===== config.mk =====
export PLATFORM = sky130hd
export DESIGN_NAME = inst_decode
export DESIGN_NICKNAME = d
export VERILOG_FILES = /design/src/hdl/isa_pkg.sv /design/src/hdl/ooo_pkg.sv /design/src/hdl/inst_decode.sv
export VERILOG_INCLUDE_DIRS = /design/src /design/src/hdl
export SDC_FILE = /design/constraint.sdc
export NUM_CORES = 1
export LEC_CHECK = 0
export BUFFER_PORTS_ARGS = -buffer_cell sky130_fd_sc_hd__buf_2
export CAP_MARGIN = 20
export CORE_AREA = 10 10 141 143
export DETAILED_ROUTE_END_ITERATION = 12
export DIE_AREA = 0 0 151 153
export GPL_TIMING_DRIVEN = 0
export PLACE_DENSITY = 0.54
export SYNTH_ARGS = -nofsm -noshare
export SYNTH_HDL_FRONTEND = slang
export SYNTH_SLANG_ARGS = --single-unit

===== constraint.sdc =====
create_clock -name vclk -period 2.8
set_clock_uncertainty 0.05 [all_clocks]
set_input_delay 0.14 -clock vclk [all_inputs]
set_output_delay 0.14 -clock vclk [all_outputs]
set_load 0.02 [all_outputs]

===== src/hdl/ooo_macros.svh =====
`ifndef OOO_MACROS_SVH
`define OOO_MACROS_SVH

// issue and broadcast width
`define N 2

// reservation station
`define RS_SZ        8
`define RS_CNT_WIDTH 4

// functional units
`define NUM_FU_ALU  2
`define NUM_FU_MULT 1

// tags and data
`define PRN_WIDTH  6
`define ROBN_WIDTH 5
`define XLEN       32

`endif


===== src/hdl/isa_pkg.sv =====
package isa_pkg;

    // unit class of an instruction
    typedef enum logic [0:0] {
        FU_ALU  = 1'b0,
        FU_MULT = 1'b1
    } fu_type_e;

    typedef enum logic [2:0] {
        ALU_ADD,
        ALU_SUB,
        ALU_AND,
        ALU_OR,
        ALU_XOR,
        ALU_SLL,
        ALU_SRL,
        ALU_SLT
    } alu_func_e;

    localparam logic [6:0] OPC_OP     = 7'b0110011; // register-register
    localparam logic [6:0] OPC_OP_IMM = 7'b0010011; // register-immediate

    localparam logic [2:0] F3_ADD = 3'b000; // also SUB and MUL
    localparam logic [2:0] F3_SLL = 3'b001;
    localparam logic [2:0] F3_SLT = 3'b010;
    localparam logic [2:0] F3_XOR = 3'b100;
    localparam logic [2:0] F3_SRL = 3'b101;
    localparam logic [2:0] F3_OR  = 3'b110;
    localparam logic [2:0] F3_AND = 3'b111;

    localparam logic [6:0] F7_BASE = 7'b0000000;
    localparam logic [6:0] F7_SUB  = 7'b0100000;
    localparam logic [6:0] F7_MULDIV = 7'b0000001; // M extension

endpackage


===== src/hdl/ooo_pkg.sv =====
`include "ooo_macros.svh"

package ooo_pkg;
    import isa_pkg::*;

    // ready bit of the owner picks the live view
    typedef union packed {
        logic [`XLEN-1:0] value;
        struct packed {
            logic [`XLEN-`PRN_WIDTH-1:0] pad;
            logic [`PRN_WIDTH-1:0]       prn;
        } tag;
    } operand_u;

    typedef struct packed {
        logic                   valid;
        logic [31:0]            inst;
        logic                   src1_ready;
        operand_u               src1;
        logic                   src2_ready;
        operand_u               src2;
        logic [`PRN_WIDTH-1:0]  dest_prn;
        logic [`ROBN_WIDTH-1:0] robn;
    } dispatch_slot_t;

    typedef struct packed {
        logic                   valid;
        fu_type_e               fu;
        alu_func_e              func;
        logic                   op1_ready;
        operand_u               op1;
        logic                   op2_ready;
        operand_u               op2;
        logic [`PRN_WIDTH-1:0]  dest_prn;
        logic [`ROBN_WIDTH-1:0] robn;
    } rs_entry_t;

    // operands are plain values by the time they reach a unit
    typedef struct packed {
        logic                   valid;
        alu_func_e              func;
        logic [`XLEN-1:0]       op1;
        logic [`XLEN-1:0]       op2;
        logic [`PRN_WIDTH-1:0]  dest_prn;
        logic [`ROBN_WIDTH-1:0] robn;
    } fu_packet_t;

    typedef struct packed {
        logic                   valid;
        logic [`PRN_WIDTH-1:0]  dest_prn;
        logic [`XLEN-1:0]       value;
        logic [`ROBN_WIDTH-1:0] robn;
    } cdb_packet_t;

endpackage


===== src/hdl/inst_decode.sv =====
`timescale 1ns/1ps
`include "ooo_macros.svh"

module inst_decode import isa_pkg::*, ooo_pkg::*; (
    input  dispatch_slot_t [`N-1:0] slots,
    output rs_entry_t      [`N-1:0] entries
);

    logic [6:0]       opcode;
    logic [2:0]       funct3;
    logic [6:0]       funct7;
    logic [`XLEN-1:0] imm;
    logic             known; // instruction is in the supported set

    always_comb begin
        for (int i = 0; i < `N; i++) begin
            opcode = slots[i].inst[6:0];
            funct3 = slots[i].inst[14:12];
            funct7 = slots[i].inst[31:25];
            imm    = {{(`XLEN-12){slots[i].inst[31]}}, slots[i].inst[31:20]};
            known  = 1'b0;

            entries[i].fu        = FU_ALU;
            entries[i].func      = ALU_ADD;
            entries[i].op1_ready = slots[i].src1_ready;
            entries[i].op1       = slots[i].src1;
            entries[i].op2_ready = slots[i].src2_ready;
            entries[i].op2       = slots[i].src2;
            entries[i].dest_prn  = slots[i].dest_prn;
            entries[i].robn      = slots[i].robn;

            if (opcode == OPC_OP) begin
                if (funct7 == F7_MULDIV && funct3 == F3_ADD) begin
                    entries[i].fu = FU_MULT; // MUL, low word
                    known = 1'b1;
                end else if (funct7 == F7_SUB && funct3 == F3_ADD) begin
                    entries[i].func = ALU_SUB;
                    known = 1'b1;
                end else if (funct7 == F7_BASE) begin
                    known = 1'b1;
                    case (funct3)
                        F3_ADD:  entries[i].func = ALU_ADD;
                        F3_SLL:  entries[i].func = ALU_SLL;
                        F3_SLT:  entries[i].func = ALU_SLT;
                        F3_XOR:  entries[i].func = ALU_XOR;
                        F3_SRL:  entries[i].func = ALU_SRL;
                        F3_OR:   entries[i].func = ALU_OR;
                        F3_AND:  entries[i].func = ALU_AND;
                        default: known = 1'b0; // SLTU
                    endcase
                end
            end else if (opcode == OPC_OP_IMM) begin
                // immediate takes the place of source 2
                entries[i].op2_ready = 1'b1;
                entries[i].op2.value = imm;
                known = 1'b1;
                case (funct3)
                    F3_ADD:  entries[i].func = ALU_ADD;
                    F3_SLT:  entries[i].func = ALU_SLT;
                    F3_XOR:  entries[i].func = ALU_XOR;
                    F3_OR:   entries[i].func = ALU_OR;
                    F3_AND:  entries[i].func = ALU_AND;
                    default: known = 1'b0; // shifts by immediate not handled
                endcase
            end

            entries[i].valid = slots[i].valid && known;
        end
    end

endmodule


## Word-level counts from Yosys, hierarchy flattened

Index checks and enable logic that the tools add are counted.

- Register bits: 0
- Bits in latches: 0
- RAM bits: 0
- Bits in read-only memories: 0
- Input port bits: 220
- Output and inout port bits: 164
- Memories kept: 0

- $add $sub $neg: 0
- Multipliers: 0
- Div/mod/pow operators: 0
- Order comparisons: 0
- Eq/ne operators: 20
- Shift-type cells: 0
- Multiplexer cells: 36
- Bitwise operators: 0
- Reductions and logical operators: 14

Operators with widths:

| cell | number |
|---|---|
| 33-bit two-way mux | 4 |
| 3-bit one-hot mux with 6 select lines | 2 |
| 3-bit two-way mux | 10 |
| 7-bit by 6-bit == test with 1-bit output, second input constant | 4 |
| 3-bit == test, second input constant | 8 |
| 3-bit one-hot mux with 4 select lines | 2 |
| 1-bit two-way mux | 18 |
| 7-bit by 1-bit == test with 1-bit output, second input constant | 2 |
| 7-bit by 5-bit == test with 1-bit output, second input constant | 2 |
| 7-bit zero test | 2 |
| 7-bit OR reduction | 2 |
| 5-bit OR reduction | 2 |
| 3-bit by 1-bit == test with 1-bit output, second input constant | 2 |
| 3-bit by 2-bit == test with 1-bit output, second input constant | 2 |
| 1-bit logical AND | 6 |
| 3-bit zero test | 2 |

## Longest topological paths before layout

- Depth in word-level cells: 8
- Depth in mapped cells: 6

## Least setup slack after synthesis

No wires, ideal clock.

- Path type: input to output
- Start point: in slots[190] in the netlist's numbering
- End point: out entries[162] in the netlist's numbering
- Arrival: 1922 ps
- Required time: 2610 ps
- Path slack: 688 ps
- Cell stages on the path: 3
- Path through: or4b_4 or4_4 nor4_1

RTL lines:

| what | RTL line | RTL |
|---|---|---|
| from (decl) | inst_decode.sv:5 | `` input dispatch_slot_t [`N-1:0] slots, `` |
| to (decl) | inst_decode.sv:6 | `` output rs_entry_t [`N-1:0] entries `` |

==> parameters.txt <==
Parameter                              Value

Layout
  Most frequent standard cell in the layout excluding fill and tap cells    buf_2
  Fillers    1,971
  Layout overhead on the synthesized area    94.1%
  Storage cell area    0 um2
  Final Instance Area    3420 um2
  CLK BUF    0
  Flip-flop and latch count    0
  Final Net Count    755
  Most frequent cells in the layout    buf_2 (279), buf_4 (88), a21o_1 (42), nand2_1 (37), mux2_2 (11)
  Proportion of layout cells with a drive suffix above 1    73.0%

Timing
  Setup TNS Final    0 ns
  Endpoints failing hold    0
  Tightest Pin Transition    0.576 ns
  Final setup violation count    0
  Worst max-slew margin expressed relative to the limit    61.3%
  Minimum period implied by the final worst setup slack    2.24 ns
  Final number of max-transition violations    0
  Setup repair after global routing missed its margin    no
  Max Clock Freq    0.446 GHz
  Share of the clock period used by the worst path    80.2%

Setup path
  Slowest stage delay, CP    0.57 ns
  Cell breakdown of the critical path    buf_2, or4b_4, nor3_1, clkbuf_1, nand2_1, nand2_1, buf_2
  CP arrival    2.05 ns
  CP Capture Point    entries[97]
  Cell with the largest stage delay on the worst path    or4b_4
  Crit path launch type    primary input
  Crit path launch    slots[190]
  Category of the critical setup timing path    primary input to output port
  Buffering stage count on the worst path with inverters included    3
  Nature of the critical path endpoint    output port
  Critical path's top delay family    simple AND/OR/NAND/NOR gates
  CP Max Fanout    10
  Logic depth of the worst path, buffers included    7
  Required time at the worst-slack endpoint    2.61 ns

Routing
  Routed length per instance    16.4 um
  Final Routed Wirelength    12,500 um
  Number of design rule violations left after detail routing    0
  Violation count after the first detailed-route iteration    12
  Vias per std cell    3.61
  Detailed-router iteration count before antenna repair    4
  Remaining number of nets flagged by the antenna check after routing    0
  Via count    2,740

Hold path
  Worst min-delay path category    primary input to output port
  Number of cells on the worst hold path    2

Synth
  Total number of yosys warnings    0
  Synth top area cells    buf_4 (37%), a21o_1 (18%), nand2_1 (7.9%)
  Total nets after synthesis    478
  Cell type contributing the most total cell area after synthesis    buf_4
  Mean cell area of the mapped netlist    6.84 um2
  Post-synth top area share    37.4%
  Synth Cell Area    1760 um2
  Part of the Yosys area used for sequential elements    0%
  Count of mapped cells out of synthesis    258
  Count of cell types in the netlist    43

Floorplanning
  Count of standard-cell rows    48
  Die Wd    151 um
  Area of the die    23,100 um2
  Die height    153 um
  Starting Density    10.3%
  Total I/O pin count    384
  Standard cell core area    17,100 um2

Place
  Area after DPL    3420 um2
  Placed wire-length estimate    11,900 um
  Gpl congestion    0.848
  Total of buffers placed on input and output ports    275

Pwr
  Fraction of power consumed by sequential logic    0%
  Worst vdd ir    0.0000675 V
  Portion of total power attributed to combinational logic    100.0%
  Power density over the cells    161 nW/um2
  Switching part of the total    53.1%
  Static Leak    0.00216 uW
  Internal    258 uW
  Clock Power Share    0%
  Net load switching power    292 uW

Global route
  Initial antenna violation count    1
  Global-route wire length before repair    17,000 um
  Via count of the first global-routing pass    2,995
  Largest net degree at the start of global routing    11
  Total congestion overflow    0
  Global-route total usage across every layer    9.13%

Clock network
  Hold buffer count at cts    0
  Number of resized instances in the post-cts repair step    0
  Post-CTS Setup Bufs    0

Run status
  Outcome    complete, no violations

Run
  Reported max-cap violation count    0
[cells in the mapped netlist, drive strengths merged, types with 2 or more instances]
cell type / count
buf: 94
a21o: 42
nand2: 37
mux2: 11
nor2: 9
clkbuf: 7
nor3: 4
or2: 4
or3: 4
a21oi: 3
inv: 3
nand2b: 3
nor2b: 3
o32ai: 3
or4: 3
or4b: 3
and3: 2
nor4: 2
o21ai: 2
xor2: 2
[final cells by class]
class	count	area [um2]	share of cell area, %
tap	225	282	8.22
buffer	101	729	21.3
timing repair buffer	275	1380	40.2
antenna	1	2.50	0.0731
inverter	3	11.3	0.329
multi-input combinational	154	1020	29.9
[logic make-up after synthesis]
| kind of cell | Yosys count | share of synthesized area, % |
|---|---|---|
| compound gates | 59 | 25.2 |
| xor+xnor | 3 | 1.49 |
| fa+ha+maj | 1 | 0.567 |
| buf+inv | 104 | 42.0 |
| mux | 11 | 7.02 |
| simple gates | 80 | 23.8 |
[routing by layer]
metal / vias to the layer above / track usage [%] / part of all wire, %
met1: 1160 / 7.21 / 29
met3: 4 / 4.02 / 15
li1: 1348 / - / -
met5: - / 0 / 0
met4: 0 / 1.15 / 1.3
met2: 228 / 19.6 / 55
[through the flow]
stage	hold slack, ns	utilization, %	std cells	total power (uW)	setup WS, ns
4_1_cts	0.452	20.1	758	563	0.453
2_1_floorplan	0.315	-	258	332	0.688
3_3_place_gp	0.452	20.1	758	558	0.492
5_1_grt	0.455	20.1	759	593	0.411
6_report	0.450	20.1	759	550	0.555
3_5_place_dp	0.453	20.1	758	561	0.458
[how the worst min path moves through the flow]
stage               start     endpoint  slack, ns
5_1_grt         slots[62]  entries[62]       0.45
3_3_place_gp     slots[9]   entries[9]       0.45
6_report        slots[62]  entries[62]       0.45
3_5_place_dp    slots[75]  entries[75]       0.45
4_1_cts         slots[75]  entries[75]       0.45
2_1_floorplan  slots[107]  entries[80]       0.31
[power groups by stage]
stage / sequential, uW / combinational, uW / clock (uW)
after floorplan: 0 / 332 / 0
after global placement: 0 / 558 / 0
after detailed placement: 0 / 561 / 0
after CTS: 0 / 563 / 0
after global routing: 0 / 593 / 0.0000479
final: 0 / 550 / 0.0000479
Note: power is estimated with default switching activity, not from simulation.
