`src/hdl/ooo_macros.svh`:
```
`ifndef OOO_MACROS_SVH
`define OOO_MACROS_SVH

// issue and broadcast width
`define N 2

// reservation station
`define RS_SZ        8
`define RS_CNT_WIDTH 4

// functional units
`define NUM_FU_ALU  2
`define NUM_FU_MULT 1

// tags and data
`define PRN_WIDTH  6
`define ROBN_WIDTH 5
`define XLEN       32

`endif

```
`src/hdl/isa_pkg.sv`:
```
package isa_pkg;

    // unit class of an instruction
    typedef enum logic [0:0] {
        FU_ALU  = 1'b0,
        FU_MULT = 1'b1
    } fu_type_e;

    typedef enum logic [2:0] {
        ALU_ADD,
        ALU_SUB,
        ALU_AND,
        ALU_OR,
        ALU_XOR,
        ALU_SLL,
        ALU_SRL,
        ALU_SLT
    } alu_func_e;

    localparam logic [6:0] OPC_OP     = 7'b0110011; // register-register
    localparam logic [6:0] OPC_OP_IMM = 7'b0010011; // register-immediate

    localparam logic [2:0] F3_ADD = 3'b000; // also SUB and MUL
    localparam logic [2:0] F3_SLL = 3'b001;
    localparam logic [2:0] F3_SLT = 3'b010;
    localparam logic [2:0] F3_XOR = 3'b100;
    localparam logic [2:0] F3_SRL = 3'b101;
    localparam logic [2:0] F3_OR  = 3'b110;
    localparam logic [2:0] F3_AND = 3'b111;

    localparam logic [6:0] F7_BASE = 7'b0000000;
    localparam logic [6:0] F7_SUB  = 7'b0100000;
    localparam logic [6:0] F7_MULDIV = 7'b0000001; // M extension

endpackage

```
`src/hdl/ooo_pkg.sv`:
```
`include "ooo_macros.svh"

package ooo_pkg;
    import isa_pkg::*;

    // ready bit of the owner picks the live view
    typedef union packed {
        logic [`XLEN-1:0] value;
        struct packed {
            logic [`XLEN-`PRN_WIDTH-1:0] pad;
            logic [`PRN_WIDTH-1:0]       prn;
        } tag;
    } operand_u;

    typedef struct packed {
        logic                   valid;
        logic [31:0]            inst;
        logic                   src1_ready;
        operand_u               src1;
        logic                   src2_ready;
        operand_u               src2;
        logic [`PRN_WIDTH-1:0]  dest_prn;
        logic [`ROBN_WIDTH-1:0] robn;
    } dispatch_slot_t;

    typedef struct packed {
        logic                   valid;
        fu_type_e               fu;
        alu_func_e              func;
        logic                   op1_ready;
        operand_u               op1;
        logic                   op2_ready;
        operand_u               op2;
        logic [`PRN_WIDTH-1:0]  dest_prn;
        logic [`ROBN_WIDTH-1:0] robn;
    } rs_entry_t;

    // operands are plain values by the time they reach a unit
    typedef struct packed {
        logic                   valid;
        alu_func_e              func;
        logic [`XLEN-1:0]       op1;
        logic [`XLEN-1:0]       op2;
        logic [`PRN_WIDTH-1:0]  dest_prn;
        logic [`ROBN_WIDTH-1:0] robn;
    } fu_packet_t;

    typedef struct packed {
        logic                   valid;
        logic [`PRN_WIDTH-1:0]  dest_prn;
        logic [`XLEN-1:0]       value;
        logic [`ROBN_WIDTH-1:0] robn;
    } cdb_packet_t;

endpackage

```
`src/hdl/alu_unit.sv`:
```
`timescale 1ns/1ps
`include "ooo_macros.svh"

module alu_unit import isa_pkg::*, ooo_pkg::*; (
    input  logic        clock,
    input  logic        reset,
    input  fu_packet_t  issue,
    input  logic        grant,
    output cdb_packet_t result,
    output logic        avail
);

    logic [`XLEN-1:0] alu_out;
    logic             res_valid;
    logic [`PRN_WIDTH-1:0]  res_prn;
    logic [`XLEN-1:0]       res_value;
    logic [`ROBN_WIDTH-1:0] res_robn;

    always_comb begin
        case (issue.func)
            ALU_ADD: alu_out = issue.op1 + issue.op2;
            ALU_SUB: alu_out = issue.op1 - issue.op2;
            ALU_AND: alu_out = issue.op1 & issue.op2;
            ALU_OR:  alu_out = issue.op1 | issue.op2;
            ALU_XOR: alu_out = issue.op1 ^ issue.op2;
            ALU_SLL: alu_out = issue.op1 << issue.op2[4:0];
            ALU_SRL: alu_out = issue.op1 >> issue.op2[4:0];
            ALU_SLT: alu_out = {31'b0, $signed(issue.op1) < $signed(issue.op2)};
            default: alu_out = '0;
        endcase
    end

    // free when empty or draining onto the CDB
    assign avail = !res_valid || grant;

    always_ff @(posedge clock) begin
        if (reset) begin
            res_valid <= 1'b0;
        end else if (issue.valid) begin
            res_valid <= 1'b1;
        end else if (grant) begin
            res_valid <= 1'b0;
        end
    end

    always_ff @(posedge clock) begin
        if (issue.valid) begin
            res_prn   <= issue.dest_prn;
            res_value <= alu_out;
            res_robn  <= issue.robn;
        end
    end

    assign result = '{valid: res_valid, dest_prn: res_prn, value: res_value, robn: res_robn};

    // the station must not overwrite a result still waiting for the CDB
    assert property (@(posedge clock) disable iff (reset) issue.valid |-> avail);

endmodule

```
`config.mk`:
```
export PLATFORM = sky130hd
export DESIGN_NAME = alu_unit
export DESIGN_NICKNAME = d
export VERILOG_FILES = /design/src/hdl/isa_pkg.sv /design/src/hdl/ooo_pkg.sv /design/src/hdl/alu_unit.sv
export VERILOG_INCLUDE_DIRS = /design/src /design/src/hdl
export SDC_FILE = /design/constraint.sdc
export NUM_CORES = 1
export LEC_CHECK = 0
export BUFFER_PORTS_ARGS = -buffer_cell sky130_fd_sc_hd__buf_2
export CORE_MARGIN = 2
export CORE_UTILIZATION = 50
export CTS_CLUSTER_DIAMETER = 150
export CTS_CLUSTER_SIZE = 20
export DETAILED_ROUTE_END_ITERATION = 6
export PLACE_DENSITY = 0.71
export SYNTH_ARGS = -nofsm -noshare
export SYNTH_HDL_FRONTEND = slang
export SYNTH_SLANG_ARGS = --single-unit
```
`constraint.sdc`:
```
create_clock -name clock -period 4.4 [get_ports clock]
set_clock_uncertainty 0.2 [all_clocks]
set_input_delay 0.22 -clock clock [delete_from_list [all_inputs] [get_ports clock]]
set_output_delay 0.22 -clock clock [all_outputs]
set_load 0.02 [all_outputs]
```
After elaboration in Yosys (flattened, before gate mapping)
Cells that the tools add are included.

Bits in registers: 44. Input port bits: 82. Output and inout port bits: 45.

Add/subtract/negate cells: 2. $lt $le $gt $ge: 1. Eq/ne operators: 7. Shifts and indexed selects: 2. Multiplexer cells: 3. Bitwise operators: 3. Reduce and logical (&&, ||, !) cells: 4.

Operator list (number): case mux 32 bit (8 select lines) (1); adder 32 bit (1); AND 32 bit (1); less-than comparator 32 bit (1); bitwise OR 32 bit (1); << shifter 32 x 5 -> 32 bit (1); right shift 32 x 5 -> 32 bit (1); subtractor 32 bit (1); XOR 32 bit (1); == test 3 bit, second input constant (4); == test 3 x 2 -> 1 bit, second input constant (2); == test 3 x 1 -> 1 bit, second input constant (1); zero test 3 bit (1); 2-to-1 mux 1 bit (2); nonzero test 2 bit (1); zero test 1 bit (1); logical OR 1 bit (1).

Logic depth before layout (Yosys ltp)
Word-level depth: 2. Gate-level depth with buffers: 16.

Worst setup path before layout
Ideal clock, no wire load.

Kind: in2reg. Start: input issue[13] (netlist bit). End: register res_value[18] (data pin). Setup time: 0.261 ns. Data arrival time: 3.656 ns. Setup slack: 0.283 ns. Cell stages on the path: 14. Cells stage by stage: clkbuf_1 > inv_1 > buf_2 > buf_1 > buf_1 > ha_1 > buf_2 > nor2b_1 > o31ai_1 > a2111oi_0 > o311a_1 > a211o_1 > a221o_1 > a221o_1.

Word-level cells in the longest chain between the ends: 2. Elaborated cells on any way between the ends: 5. Those cells by class: 2 x add/sub; 2 x shift; 1 x mux.

RTL lines: from (decl) (RTL line alu_unit.sv:7) `input fu_packet_t issue,`; subtractor 32 bit (tied with other cells) (RTL line alu_unit.sv:22) `ALU_SUB: alu_out = issue.op1 - issue.op2;`; case mux 32 bit (8 select lines) * (RTL line alu_unit.sv:20) `case (issue.func)`; net alu_out[18] (RTL line alu_unit.sv:13) `` logic [`XLEN-1:0] alu_out; ``; to (signal assigned) (RTL line alu_unit.sv:49) `res_value <= alu_out;`; to (decl) (RTL line alu_unit.sv:16) `` logic [`XLEN-1:0] res_value; ``.

Mark *: on every way through the listed nets, which the timed path passes. The rest lies on a longest branch. A chain may end at the register's enable or synchronous reset.

Final worst setup path
Start: input issue[43] (netlist bit). End: register res_value[28] (data pin).

Same word-level chain as after synthesis.

==> out/results.txt <==
The flow ran to the end, and the final reports show no timing, DRC or antenna violations. The worst register-to-register path has a depth of 2. Traced cell by cell, the critical path runs through buf_2 > ha_1 > inv_1 > fa_1 > nor2b_1 > o31ai_1 > a2111oi_0 > o311a_1 > o22a_1 > a211oi_2 > o2111ai_1 > a21boi_0 > o221ai_1.

The count of nets left with antenna violations once routing finished came out at 0. For the DRC violation count after routing, the log shows 0. The worst hold path belongs to the class in2reg.

The number of setup violations in the final report was 0. In the post-route analysis, the smallest setup slack over all paths is 0.877 ns. For the aggregate global routing overflow, the log shows 0. The startpoint of the worst register-to-register path is res_valid$_SDFFE_PP0P_. Async set-reset flop share out of synthesis: 0.

The class of the most critical setup path is in2reg. The leakage power is 4.60 nW, and the die width is 142 um. The minimum period implied by the final worst setup slack is 3.52 ns, and the unique cell type count in the Yosys netlist is 77.

The number of endpoints with negative hold slack in the final report is 0. The final weighted congestion in routability-driven placement was 1.05. The wire length of the first global-routing pass was 59300 um; the routed wire length was 39700 um. The via-per-instance ratio was 6.98. The logs give 0.386 for the global-route usage over all layers and 11000 for the routed via count. The tools report the reg-to-reg endpoint as res_valid$_SDFFE_PP0P_.

The power after layout came out at 2.33 mW. Among all stages on the critical path, the largest delay is contributed by a2111oi_0. For this run, the post-layout net count is 1514. The critical path runs through a total of 13 cells.

Counting every instance in the synthesized netlist gives 1257. Setup repair after global routing left no endpoint under its margin. IR analysis of the VDD net gives a maximum drop of 165 uV. Violation count after the first detailed-routing iteration: 1928.

The worst-case clock buffer depth is 2. In this run the count of I/O pins placed on the die edge is 127. The row count came out at 50. Clock-pin slew was measured on the worst setup and hold paths at 0.08 ns. The count of final max-slew check failures was 0; the height of the chip was 142 um. The most common cell after layout, fill and taps aside was nor2_1.

Derived from the worst setup path, the maximum achievable clock frequency is 284 MHz. The maximum level of the CTS H-tree is 2, and the final core utilization is 0.564. The run gives 0.138 as the sequential-to-total area share from yosys stat. The number of gates resized after CTS was 0.

The post-route clock period utilization works out to 0.801. The share of post-route cells with drive strength above 1 is 0.177. The end of the critical path is res_value[28]$_DFFE_PP_. The pin slew with the least headroom to its limit was 1.03 ns; the synthesized cell area was 0.00952 mm^2.

Startpoint of the worst setup timing path: issue[43]. The number of diodes added for antenna fixing was 0; the worst endpoint data arrival time was 3.34 ns. Kind of cell with the highest combined delay on the critical path: compound AO/OA/AOI/OAI gates. In the layout the commonest cells are nor2_1 (164), a21oi_1 (137), buf_2 (125). Counting instances, the worst hold path has a depth of 3.

The worst setup path is captured at a flip-flop. The maximum number of pins on one net before global-route repair is 75, and the net count after synthesis is 1438. Counting flops with a built-in enable in the synthesized netlist gives 43.

The power density normalized to cell area is 221 mW/mm^2, and the area enclosed by the die boundary is 0.0202 mm^2. The via count of the first global-routing pass is 10000. During placement, the flow inserted port buffers numbering 126. The synthesized design contains 44 register bits. The run gives 0 ns as the post-route setup TNS.

In the synthesized netlist the dominant register cell turns out to be edfxtp_1. The logs give 0.29 ns for the source-to-sink clock delay at the later pin of the worst-skew pair and 5 for the number of clock buffers inserted by TritonCTS. The area growth from synthesis to layout is 10.9%.

Together, buffers and inverters on the worst path number 2. The worst setup slack before clock tree synthesis came out at 0.638 ns. The maximum net fanout on the critical path came out at 5. TritonCTS built the clock tree. The first detailed-routing pass took 6 iterations.

In this run the standard cell core region covers 0.0187 mm^2. The element type at the critical path start is an input pin. The worst endpoint required time was 4.22 ns.

The tools report the initial antenna violation count as 0. The starting utilization of the core area was 0.509. For this run, the slowest stage of the critical path takes 0.65 ns.

The root buffer cell chosen for the clock tree is clkbuf_16. The routed wire length per instance is 25.3 um, and the worst reg-to-reg setup slack is 3.60 ns. The run gives 0.307 as the worst slew margin relative to its limit. For this run, the number of Yosys warnings is 0. The HPWL after detailed placement is 30700 um. The clock net in this run drives a total of 44 sinks. Across the run, the number of max-cap violations was 0.

A synthesized cell averages 7.57 um^2.
-- sequential cells by signal, summed over array words and instances, names as in the netlist --
register and flops:
res_prn 6, res_robn 5, res_value 32, res_valid 1
-- tightest hold or removal path: stages --
cell and delay (ns):
buf_2 0.07, nand2b_1 0.10, a21oi_1 0.07
-- cells by family after synthesis --
group / count (synthesis) / share of synthesized area
adder cells (fa/ha/maj): 99 / 0.132
buffers and inverters: 208 / 0.0882
AND/OR/NAND/NOR: 358 / 0.168
XOR/XNOR: 3 / 0.00276
multiplexers: 100 / 0.156
flip-flops: 44 / 0.138
AO/OA/AOI/OAI: 445 / 0.316
-- area by class of cell --
type | instances | area (um^2)
clock buffer | 6 | 129
clock inverter | 2 | 35.0
fill | 1839 | 8150
inverter | 109 | 409
multi-input combinational | 1005 | 7370
sequential | 44 | 1310
tap | 234 | 293
timing repair buffer | 168 | 1000
-- through the flow --
stage | hold WS (ns) | cell area (um^2) | cells
after floorplan | 0.0891 | 9520 | 1257
after global placement | 0.177 | 10300 | 1548
after detailed placement | 0.181 | 10300 | 1548
after CTS | 0.00333 | 10600 | 1568
after global routing | 0.0535 | 10600 | 1568
final | 0.0111 | 10600 | 1568
-- where the power goes --
part | internal [mW] | switching [mW]
Clock | 0.268 | 0.181
Sequential | 0.526 | 0.0102
Combinational | 0.472 | 0.875
Total | 1.27 | 1.07
-- routing by layer --
metal / track usage / vias to the layer above / part of all wire
li1: - / 4866 / -
met1: 0.554 / 5169 / 0.40
met5: 0 / - / 0
met3: 0.0666 / 126 / 0.12
met4: 0.151 / 0 / 0.043
met2: 0.577 / 791 / 0.43
-- synthesized netlist by cell type (all sizes together), types with 4 or more instances --
cell type / number / share of area
nor2: 164 / 0.065
or3: 16 / 0.011
inv: 109 / 0.043
o21ai: 66 / 0.035
a211oi: 25 / 0.020
nand4: 11 / 0.0072
o21bai: 12 / 0.0095
a21o: 13 / 0.010
nor3: 31 / 0.016
buf: 41 / 0.022
nand2: 78 / 0.031
a211o: 8 / 0.0075
clkbuf: 58 / 0.023
o2111ai: 5 / 0.0046
nand2b: 14 / 0.0092
a221o: 14 / 0.015
a41oi: 4 / 0.0037
edfxtp: 43 / 0.14
and2: 4 / 0.0026
a221oi: 16 / 0.015
o21a: 5 / 0.0039
ha: 97 / 0.13
o211ai: 15 / 0.012
nand3: 13 / 0.0068
or2: 6 / 0.0039
nor4: 5 / 0.0033
a21oi: 137 / 0.072
mux2i: 47 / 0.049
o221ai: 8 / 0.0074
mux2: 16 / 0.019
a222oi: 16 / 0.017
mux4: 37 / 0.088
o31ai: 11 / 0.0092
nor2b: 5 / 0.0033
a22oi: 11 / 0.0087
o311ai: 6 / 0.0055
a31oi: 9 / 0.0059
o22ai: 24 / 0.016
a21boi: 6 / 0.0047
-- timing repair --
action	CTS	global route
endpoints found under the hold margin	12	0
hold buffers	12	0
buffers inserted	0	0
setup endpoints to repair	0	0
-- how the worst min path moves through the flow --
stage | startpoint | to | slack (ns)
2_1_floorplan | reset | res_valid$_SDFFE_PP0P_ | 0.09
3_3_place_gp | reset | res_valid$_SDFFE_PP0P_ | 0.18
3_5_place_dp | reset | res_valid$_SDFFE_PP0P_ | 0.18
4_1_cts | grant | res_valid$_SDFFE_PP0P_ | 0.003
5_1_grt | grant | res_valid$_SDFFE_PP0P_ | 0.05
6_report | grant | res_valid$_SDFFE_PP0P_ | 0.01
Note: power is estimated with default switching activity, not from simulation.
