<file path="config.mk">
export PLATFORM = sky130hd
export DESIGN_NAME = cdb_result
export DESIGN_NICKNAME = d
export VERILOG_FILES = /design/src/hdl/isa_pkg.sv /design/src/hdl/ooo_pkg.sv /design/src/hdl/cdb_result.sv
export VERILOG_INCLUDE_DIRS = /design/src /design/src/hdl
export SDC_FILE = /design/constraint.sdc
export NUM_CORES = 1
export LEC_CHECK = 0
export ABC_AREA = 1
export BUFFER_PORTS_ARGS = -buffer_cell sky130_fd_sc_hd__buf_2
export CORE_AREA = 2 2 86 88
export DETAILED_ROUTE_END_ITERATION = 8
export DIE_AREA = 0 0 88 90
export GPL_TIMING_DRIVEN = 1
export PLACE_DENSITY = 0.75
export SYNTH_ARGS = -nofsm -noshare
export SYNTH_HDL_FRONTEND = slang
export SYNTH_SLANG_ARGS = --single-unit
</file>
<file path="constraint.sdc">
create_clock -name vclk -period 1.81
set_input_delay 0.362 -clock vclk [all_inputs]
set_output_delay 0.362 -clock vclk [all_outputs]
set_load 0.1 [all_outputs]
</file>
<file path="src/hdl/ooo_macros.svh">
`ifndef OOO_MACROS_SVH
`define OOO_MACROS_SVH

// issue and broadcast width
`define N 2

// reservation station
`define RS_SZ        8
`define RS_CNT_WIDTH 4

// functional units
`define NUM_FU_ALU  2
`define NUM_FU_MULT 1

// tags and data
`define PRN_WIDTH  6
`define ROBN_WIDTH 5
`define XLEN       32

`endif

</file>
<file path="src/hdl/isa_pkg.sv">
package isa_pkg;

    // unit class of an instruction
    typedef enum logic [0:0] {
        FU_ALU  = 1'b0,
        FU_MULT = 1'b1
    } fu_type_e;

    typedef enum logic [2:0] {
        ALU_ADD,
        ALU_SUB,
        ALU_AND,
        ALU_OR,
        ALU_XOR,
        ALU_SLL,
        ALU_SRL,
        ALU_SLT
    } alu_func_e;

    localparam logic [6:0] OPC_OP     = 7'b0110011; // register-register
    localparam logic [6:0] OPC_OP_IMM = 7'b0010011; // register-immediate

    localparam logic [2:0] F3_ADD = 3'b000; // also SUB and MUL
    localparam logic [2:0] F3_SLL = 3'b001;
    localparam logic [2:0] F3_SLT = 3'b010;
    localparam logic [2:0] F3_XOR = 3'b100;
    localparam logic [2:0] F3_SRL = 3'b101;
    localparam logic [2:0] F3_OR  = 3'b110;
    localparam logic [2:0] F3_AND = 3'b111;

    localparam logic [6:0] F7_BASE = 7'b0000000;
    localparam logic [6:0] F7_SUB  = 7'b0100000;
    localparam logic [6:0] F7_MULDIV = 7'b0000001; // M extension

endpackage

</file>
<file path="src/hdl/ooo_pkg.sv">
`include "ooo_macros.svh"

package ooo_pkg;
    import isa_pkg::*;

    // ready bit of the owner picks the live view
    typedef union packed {
        logic [`XLEN-1:0] value;
        struct packed {
            logic [`XLEN-`PRN_WIDTH-1:0] pad;
            logic [`PRN_WIDTH-1:0]       prn;
        } tag;
    } operand_u;

    typedef struct packed {
        logic                   valid;
        logic [31:0]            inst;
        logic                   src1_ready;
        operand_u               src1;
        logic                   src2_ready;
        operand_u               src2;
        logic [`PRN_WIDTH-1:0]  dest_prn;
        logic [`ROBN_WIDTH-1:0] robn;
    } dispatch_slot_t;

    typedef struct packed {
        logic                   valid;
        fu_type_e               fu;
        alu_func_e              func;
        logic                   op1_ready;
        operand_u               op1;
        logic                   op2_ready;
        operand_u               op2;
        logic [`PRN_WIDTH-1:0]  dest_prn;
        logic [`ROBN_WIDTH-1:0] robn;
    } rs_entry_t;

    // operands are plain values by the time they reach a unit
    typedef struct packed {
        logic                   valid;
        alu_func_e              func;
        logic [`XLEN-1:0]       op1;
        logic [`XLEN-1:0]       op2;
        logic [`PRN_WIDTH-1:0]  dest_prn;
        logic [`ROBN_WIDTH-1:0] robn;
    } fu_packet_t;

    typedef struct packed {
        logic                   valid;
        logic [`PRN_WIDTH-1:0]  dest_prn;
        logic [`XLEN-1:0]       value;
        logic [`ROBN_WIDTH-1:0] robn;
    } cdb_packet_t;

endpackage

</file>
<file path="src/hdl/cdb_result.sv">
`timescale 1ns/1ps
`include "ooo_macros.svh"

module cdb_result import ooo_pkg::*; (
    input  cdb_packet_t [`NUM_FU_MULT-1:0] mult_result,
    input  cdb_packet_t [`NUM_FU_ALU-1:0]  alu_results,
    output cdb_packet_t [`N-1:0]           cdb,
    output logic        [`NUM_FU_ALU-1:0]  alu_grant
);

    always_comb begin
        int slot;
        slot      = 0;
        cdb       = '0;
        alu_grant = '0;
        // multiplier first since it has nowhere to hold a result
        for (int m = 0; m < `NUM_FU_MULT; m++) begin
            if (mult_result[m].valid && slot < `N) begin
                cdb[slot] = mult_result[m];
                slot++;
            end
        end
        for (int a = 0; a < `NUM_FU_ALU; a++) begin
            if (alu_results[a].valid && slot < `N) begin
                cdb[slot]    = alu_results[a];
                alu_grant[a] = 1'b1;
                slot++;
            end
        end
    end

    // every multiplier result leaves on some CDB slot in the same cycle
    always_comb begin
        logic found;
        for (int m = 0; m < `NUM_FU_MULT; m++) begin
            found = 1'b0;
            for (int s = 0; s < `N; s++) begin
                if (cdb[s] == mult_result[m]) found = 1'b1;
            end
            assert final (!mult_result[m].valid || found);
        end
    end

endmodule

</file>
==> flow_summary.toml, run 1 <==
[synth]
syn_area_um2 = 2250
synth_fp_nets = 658
yosys-top-cells-area = "nand2_1, inv_1, nand3_1"
synth_top_area_frac = 0.290
yosysUniqueCellTypes = 17
yosysSeqAreaShare = 0
yosysTopAreaCell = "nand2_1"
synth_cells = 523
yosysWarnings = 0
syn_area_per_cell_um2 = 4.30

[place]
detailed_place_hpwl_um = 9660
numPortBuffers = 222
gp_congestion = 0.871
dp.cells = 832
post-place-ws_ns = -0.326

[die]
die_h_um = 90
num_io_pins = 222
num_rows = 31
start_util = 0.320
die_w_um = 88

[run_status]
error = "[ERROR DPL-0038] Utilization greater than 100%, impossible to legalize"
lastStage = "5_1_grt"
outcome = "did not finish"

[timing]
grt-worst-endpoint = "cdb[75]"
endpoint_type = "output port"

[clock_tree]
hold_buffers = 0

[global_route]
grt_max_degree = 43
[cells by family after synthesis]
logic type	synth area share
AND/OR/NAND/NOR	0.566
buffers and inverters	0.314
AO/OA/AOI/OAI	0.102
adder cells (fa/ha/maj)	0.0167
[cells in the mapped netlist (3+ instances only)]
| cell type | count |
|---|---|
| o21ai_0 | 13 |
| ha_1 | 3 |
| nor2_1 | 43 |
| inv_1 | 131 |
| inv_2 | 3 |
| o21ai_2 | 4 |
| nand2_1 | 174 |
| buf_2 | 24 |
| buf_6 | 4 |
| nand3_1 | 86 |
| clkbuf_1 | 5 |
| o21ai_1 | 26 |
[through the flow]
stage | util | area [um^2]
after floorplan | - | 3300
after global placement | 0.831 | 5830
after detailed placement | 0.831 | 5830
after CTS | 0.940 | 6600
[what timing repair did]
item | 4_1_cts
gates resized for setup | 108
cloned | 9
buffers inserted | 11
endpoints found under the setup margin | 88
pin swaps | 14
==> run 2: changes to the inputs <==
--- a/config.mk
+++ b/config.mk
@@ -8,11 +8,11 @@
 export LEC_CHECK = 0
 export ABC_AREA = 1
 export BUFFER_PORTS_ARGS = -buffer_cell sky130_fd_sc_hd__buf_2
-export CORE_AREA = 2 2 86 88
+export CORE_MARGIN = 2
+export CORE_UTILIZATION = 30
 export DETAILED_ROUTE_END_ITERATION = 8
-export DIE_AREA = 0 0 88 90
 export GPL_TIMING_DRIVEN = 1
-export PLACE_DENSITY = 0.75
+export PLACE_DENSITY_LB_ADDON = 0.15
 export SYNTH_ARGS = -nofsm -noshare
 export SYNTH_HDL_FRONTEND = slang
 export SYNTH_SLANG_ARGS = --single-unit
==> constraint.sdc (replaced) <==
create_clock -name vclk -period 2.35
set_input_delay 0.47 -clock vclk [all_inputs]
set_output_delay 0.47 -clock vclk [all_outputs]
set_load 0.1 [all_outputs]
==> flow_summary.toml, run 2 <==
[power]
total_power_mw = 2.34
ir_drop_uv = 261
p_leak_nw = 2.81
powerDensity_nw_per_um2 = 415

[final_layout]
seqCellArea_um2 = 0
most-common-layout-cells = "nand2_1, buf_2, buf_12, inv_1, nand3_1"
fin_cells = 825
nNetsFinal = 863
final_util = 0.775
drive_gt1_frac = 0.483
area_delta_synth_final_pct = 150
seq_cell_count = 0
final_common_cell = "nand2_1"
antenna_cells = 0
nClkBuffers = 0

[die]
num_rows = 31
coreArea_um2 = 7250
die_w_um = 90.6
num_io_pins = 222
start_util = 0.310
die_area_um2 = 8200
die_h_um = 90.6

[timing]
slew_headroom = 0.633
drv_slew = 0
fin_tns_setup_ns = 0
hold_viol_final = 0
fin_ws_ns = 0.109
fin_crit_sh = 0.954
worstMarginPinSlew_ns = 0.550
post-route-min-period_ns = 2.24
fmax_ghz = 0.446
rsz0062_at_grt = "true"
finalSetupViolCount = 0

[setup_path]
cpMostUsedCell = "nand3_1"
required_ns = 1.88
worst_setup_path_start_kind = "primary input"
slowest_stage = "buf_4"
critPathMaxStageDelay_ns = 0.42
crit_chain = "buf_2 -> inv_4 -> buf_4 -> nand3_1 -> nand3_1 -> nand2_1 -> clkinvlp_4 -> buf_12"
critPathArrivalTime_ns = 1.77
crit_type = "in2out"
crit_fanout = 43
crit_path_end_kind = "output pin"

[drt]
dr_total_vias = 3930
wl_um = 11000
ant_nets = 0
first_iter_violations = 143
post_drt_via_cell_ratio = 4.76
drc = 0
firstDrtPassIters = 4
avgRoutedWirePerCell_um = 13.4

[clock_tree]
hold_buffers = 0
post_cts_buffers = 0

[place]
dp.cells = 824
detailed_place_hpwl_um = 8740
post-place-ws_ns = -0.00705
gp_congestion = 0.809
numPortBuffers = 222

[synth]
yosysSeqAreaShare = 0
synth_cells = 523
syn_area_per_cell_um2 = 4.30
yosysTopAreaCell = "nand2_1"
yosysUniqueCellTypes = 17
syn_area_um2 = 2250
synth_fp_nets = 658
yosysWarnings = 0
yosys-top-cells-area = "nand2_1, inv_1, nand3_1"
synth_top_area_frac = 0.290
yosysMostFrequentCell = "nand2_1"
netlist_top_cells_count = "nand2_1, inv_1, nand3_1, nor2_1, o21ai_1"

[global_route]
grt_usage = 0.259
grt_max_degree = 45
gr-total-overflow = 0
first_global_vias = 3879
grt_pass1_wl_um = 18100
antenna_found_initial = 0

[min_path]
holdPathEnd = "cdb[66]"
min_path_cells = 4
hold_path.class = "in2out"
min_from = "alu_results[66]"

[run]
drv_cap = 0

[run_status]
outcome = "completed"
## run 2: routing by layer
layer  vias to the layer above  global-route usage  wire length [um]  share of wire
li1                       1944                   -                 -              -
met3                        14              0.0526              1010          0.091
met1                      1770               0.290              3970           0.36
met5                         -                   0                 0              0
met2                       202               0.501              5890           0.53
met4                         0              0.0462               166          0.015
## run 2: logic make-up after synthesis
| family | share of synthesized area |
|---|---|
| AO/OA/AOI/OAI | 0.102 |
| adder cells (fa/ha/maj) | 0.0167 |
| buffers and inverters | 0.314 |
| AND/OR/NAND/NOR | 0.566 |
## run 2: final cells by class
cell class	count	area, um^2
multi-input combinational	353	2120
fill	529	1630
timing repair buffer	239	2720
tap	99	124
inverter	134	658
## run 2: worst max path at each step
| stage | start | to | slack, ns | cells past startpoint |
|---|---|---|---|---|
| after floorplan | mult_result[43] | cdb[66] | -0.27 | 6 |
| after global placement | mult_result[43] | cdb[74] | 0.05 | 8 |
| after detailed placement | mult_result[43] | cdb[77] | -0.007 | 8 |
| after CTS | mult_result[43] | cdb[77] | 0.0006 | 8 |
| after global routing | mult_result[43] | cdb[27] | -0.009 | 8 |
| final | mult_result[43] | cdb[34] | 0.11 | 8 |
## run 2: critical path: cells and delay by family
kind | cells | cell delay (ns)
buf+inv | 5 | 0.92
simple gates | 3 | 0.37
## run 2: what timing repair did
| item | CTS | global route |
|---|---|---|
| cloned | 0 | 1 |
| resized for setup | 1 | 4 |
| endpoints found under the setup margin | 1 | 31 |
## run 2: through the flow
stage | cell area (um^2) | hold WS, ns
final | 5620 | 1.36
after global routing | 5620 | 1.38
after CTS | 5570 | 1.36
after detailed placement | 5560 | 1.36
after global placement | 5560 | 1.36
after floorplan | 3040 | 1.15
## run 2: where the power goes
group          total (mW)  leakage (nW)  switching [mW]  internal (mW)
registers               0             0               0              0
logic                2.34          2.81            1.54          0.800
clock network           0             0               0              0
total                2.34          2.81            1.54          0.800
No activity file was read; power rests on OpenSTA's default activity.
==> run 3: changes to the inputs <==
==> constraint.sdc (replaced) <==
create_clock -name vclk -period 1.92
set_input_delay 0.384 -clock vclk [all_inputs]
set_output_delay 0.384 -clock vclk [all_outputs]
set_load 0.1 [all_outputs]
==> flow_summary.toml, run 3 (synthesis results as in run 2) <==
[timing]
rsz0062_at_grt = "true"
drv_slew = 0
fin_crit_sh = 1.12
slew_headroom = 0.732
fmax_ghz = 0.466
hold_viol_final = 0
post-route-min-period_ns = 2.14
fin_ws_ns = -0.224
worstMarginPinSlew_ns = 0.402
finalSetupViolCount = 88

[final_layout]
fin_cells = 854
seq_cell_count = 0
nClkBuffers = 0
final_common_cell = "buf_2"
seqCellArea_um2 = 0
drive_gt1_frac = 0.671
finalInstanceArea_um2 = 6940
area_delta_synth_final_pct = 209
most-common-layout-cells = "buf_2, buf_12, inv_1, nand2_4, nand3_1"
nNetsFinal = 891

[die]
num_io_pins = 222
coreArea_um2 = 7250
num_rows = 31
die_w_um = 90.6
die_area_um2 = 8200
start_util = 0.310
die_h_um = 90.6

[setup_path]
startpoint = "mult_result[43]"
critPathArrivalTime_ns = 1.76
worst_setup_path_start_kind = "primary input"
crit_path_end_kind = "output pin"
critPathMaxStageDelay_ns = 0.19
crit_chain = "buf_12 -> buf_6 -> ha_4 -> nor2_4 -> nand2_8 -> buf_12 -> clkbuf_16 -> o21ai_4 -> buf_12"
cpMostUsedCell = "buf_12"
cp_num_buf_inv = 5
crit_type = "in2out"
cp_top_family = "buffers and inverters"
slowest_stage = "buf_12"
crit_fanout = 9
required_ns = 1.54

[global_route]
antenna_found_initial = 1
first_global_vias = 4544
grt_usage = 0.309
grt_max_degree = 45
gr-total-overflow = 0
grt_pass1_wl_um = 21400

[place]
dp.cells = 832
gp_congestion = 0.820
numPortBuffers = 222
post_dp_cell_area_um2 = 5830
detailed_place_hpwl_um = 9120
post-place-ws_ns = -0.237

[drt]
avgRoutedWirePerCell_um = 22.4
first_iter_violations = 366
ant_nets = 0
wl_um = 19100
drc = 0
firstDrtPassIters = 6
post_drt_via_cell_ratio = 5.78
dr_total_vias = 4938

[min_path]
min_path_cells = 4
hold_path.class = "in2out"
min_from = "alu_results[79]"
holdPathEnd = "cdb[79]"

[clock_tree]
hold_buffers = 0

[run]
drv_cap = 0

[run_status]
outcome = "finished, violations left"
violations = "setup timing"

[power]
powerDensity_nw_per_um2 = 478
p_leak_nw = 3.52
ir_drop_uv = 407
[run 3: changes by cell type in the layout (fill, tap and decap cells not counted), sizes merged]
cell	before	now
buf	238	263
clkbuf	1	4
clkinv	0	1
clkinvlp	40	43
diode	0	1
inv	94	90
[run 3: per-layer routing]
layer,global-route usage,vias to the layer above,routed length [um]
met4,0.101,2,1540
met5,0,-,13
met1,0.330,2283,5860
met2,0.598,482,9530
met3,0.0618,163,2170
li1,-,2008,-
[run 3: worst max-delay path by stage]
stage	end	cells past startpoint
after floorplan	cdb[66]	6
final	cdb[72]	9
after global routing	cdb[2]	11
after detailed placement	cdb[81]	8
after global placement	cdb[77]	8
after CTS	cdb[70]	9
[run 3: power by group]
part / switching, mW / internal [mW] / leakage (nW)
Sequential: 0 / 0 / 0
Clock: 0 / 0.0000000697 / 0.00000634
Combinational: 2.15 / 1.16 / 3.52
[run 3: stage by stage]
| step | power (mW) | hold slack [ns] | utilization | setup TNS (ns) |
|---|---|---|---|---|
| CTS | 3.05 | 1.22 | 0.869 | -11.31 |
| floorplan | 1.90 | 0.974 | - | -27.43 |
| finish | 3.32 | 1.24 | 0.957 | -15.94 |
| global placement | 2.88 | 1.20 | 0.804 | -13.28 |
| detailed placement | 2.91 | 1.21 | 0.804 | -15.38 |
| global route | 3.38 | 1.25 | 0.957 | -19.03 |
[run 3: area by class of cell]
class / instances / area, um^2
Inverter: 134 / 689
Multi-Input combinational cell: 353 / 2920
Timing Repair Buffer: 267 / 3210
Antenna cell: 1 / 2.50
Fill cell: 177 / 310
Tap cell: 99 / 124
[run 3: repair_timing]
action / 4_1_cts / 5_1_grt
gates resized for setup: 69 / 110
pin swaps: 13 / 20
endpoints found under the setup margin: 87 / 88
setup buffers: 11 / 2
gates cloned: 5 / 4
==> run 4: changes to the inputs <==
--- a/config.mk
+++ b/config.mk
@@ -11,8 +11,9 @@
 export CORE_MARGIN = 2
 export CORE_UTILIZATION = 30
 export DETAILED_ROUTE_END_ITERATION = 8
-export GPL_TIMING_DRIVEN = 1
+export GPL_TIMING_DRIVEN = 0
 export PLACE_DENSITY_LB_ADDON = 0.15
+export REMOVE_ABC_BUFFERS = 1
 export SYNTH_ARGS = -nofsm -noshare
 export SYNTH_HDL_FRONTEND = slang
 export SYNTH_SLANG_ARGS = --single-unit
==> flow_summary.toml, run 4 (synthesis results as in run 2) <==
[timing]
fin_crit_sh = 1.19
fin_tns_setup_ns = -13.00
worstMarginPinSlew_ns = 0.483
finalSetupViolCount = 88
hold_viol_final = 0
rsz0062_at_grt = "true"
whs_ns = 1.19
drv_slew = 0
post-route-min-period_ns = 2.28
fin_ws_ns = -0.359
slew_headroom = 0.680
fmax_ghz = 0.439

[min_path]
min_from = "alu_results[47]"
hold_path.class = "in2out"

[die]
num_rows = 31
die_w_um = 90.6
coreArea_um2 = 7250
num_io_pins = 222
die_area_um2 = 8200
die_h_um = 90.6
start_util = 0.310

[global_route]
first_global_vias = 5004
gr-total-overflow = 0
grt_pass1_wl_um = 26900
grt_usage = 0.414
grt_max_degree = 44
antenna_found_initial = 1

[run_status]
violations = "setup timing"
outcome = "finished, violations left"

[final_layout]
fin_cells = 856
finalInstanceArea_um2 = 6240
seqCellArea_um2 = 0
antenna_cells = 0
final_common_cell = "buf_2"
drive_gt1_frac = 0.597
area_delta_synth_final_pct = 177
nNetsFinal = 894
multiInputGateArea_um2 = 2520
seq_cell_count = 0
fillers = 355
most-common-layout-cells = "buf_2, nand2_1, buf_12, inv_1, nand3_1"
nClkBuffers = 0

[setup_path]
crit_type = "in2out"
crit_chain = "buf_4 -> inv_1 -> nor2_4 -> clkbuf_16 -> nand2_8 -> nand2_1 -> o21ai_2 -> buf_12"
crit_path_end_kind = "output pin"
crit_fanout = 11
slowest_stage = "nand2_1"
critPathArrivalTime_ns = 1.90
required_ns = 1.54
critPathMaxStageDelay_ns = 0.29
startpoint = "alu_results[87]"
worst_setup_path_start_kind = "primary input"

[place]
post_dp_cell_area_um2 = 3280
dp.cells = 808
numPortBuffers = 222
gp_congestion = 0.789
detailed_place_hpwl_um = 6370

[run]
drv_cap = 0

[power]
powerDensity_nw_per_um2 = 509
p_leak_nw = 3.50
ir_drop_uv = 344

[drt]
first_iter_violations = 625
drc = 0
dr_total_vias = 5144
ant_nets = 0
wl_um = 21600
firstDrtPassIters = 7
post_drt_via_cell_ratio = 6.01
avgRoutedWirePerCell_um = 25.3

[clock_tree]
hold_buffers = 0
[run 4: routing by layer]
layer / part of all wire / track usage
met3: 0.15 / 0.105
met1: 0.31 / 0.444
met5: 0.00060 / 0
met2: 0.43 / 0.726
met4: 0.11 / 0.249
[run 4: worst paths after layout]
path,endpoint,slack (ns),cells past startpoint
setup / recovery,cdb[63],-0.36,8
hold / removal,cdb[47],1.19,4
[run 4: critical path, delay by kind of cell]
family | cells | cell delay, ns
AOI/OAI and AO/OA | 1 | 0.14
buffers and inverters | 4 | 0.72
and+or+nand+nor | 3 | 0.64
[run 4: where the power goes]
| group | leakage [nW] | switching, mW | internal (mW) | total, mW |
|---|---|---|---|---|
| registers | 0 | 0 | 0 | 0 |
| logic | 3.50 | 2.13 | 1.05 | 3.17 |
| clock network | 0 | 0 | 0 | 0 |
[run 4: cell type report]
class / count / share of cell area
timing repair buffer: 250 / 0.466
inverter: 134 / 0.0881
tap: 99 / 0.0199
timing repair inverter: 9 / 0.0221
multi-input combinational: 364 / 0.404
[run 4: per-stage QoR]
| step | util | power (mW) | setup slack [ns] |
|---|---|---|---|
| finish | 0.860 | 3.17 | -0.359 |
| global placement | 0.452 | 1.93 | -2.87 |
| detailed placement | 0.453 | 1.93 | -2.81 |
| floorplan | - | 1.53 | -3.27 |
| global route | 0.860 | 3.22 | -0.305 |
| CTS | 0.798 | 2.89 | -0.105 |
[run 4: repair_timing]
item	4_1_cts	5_1_grt
pin swaps	35	12
resized for setup	545	103
buffers inserted	19	3
setup endpoints to repair	90	88
cloned	26	1
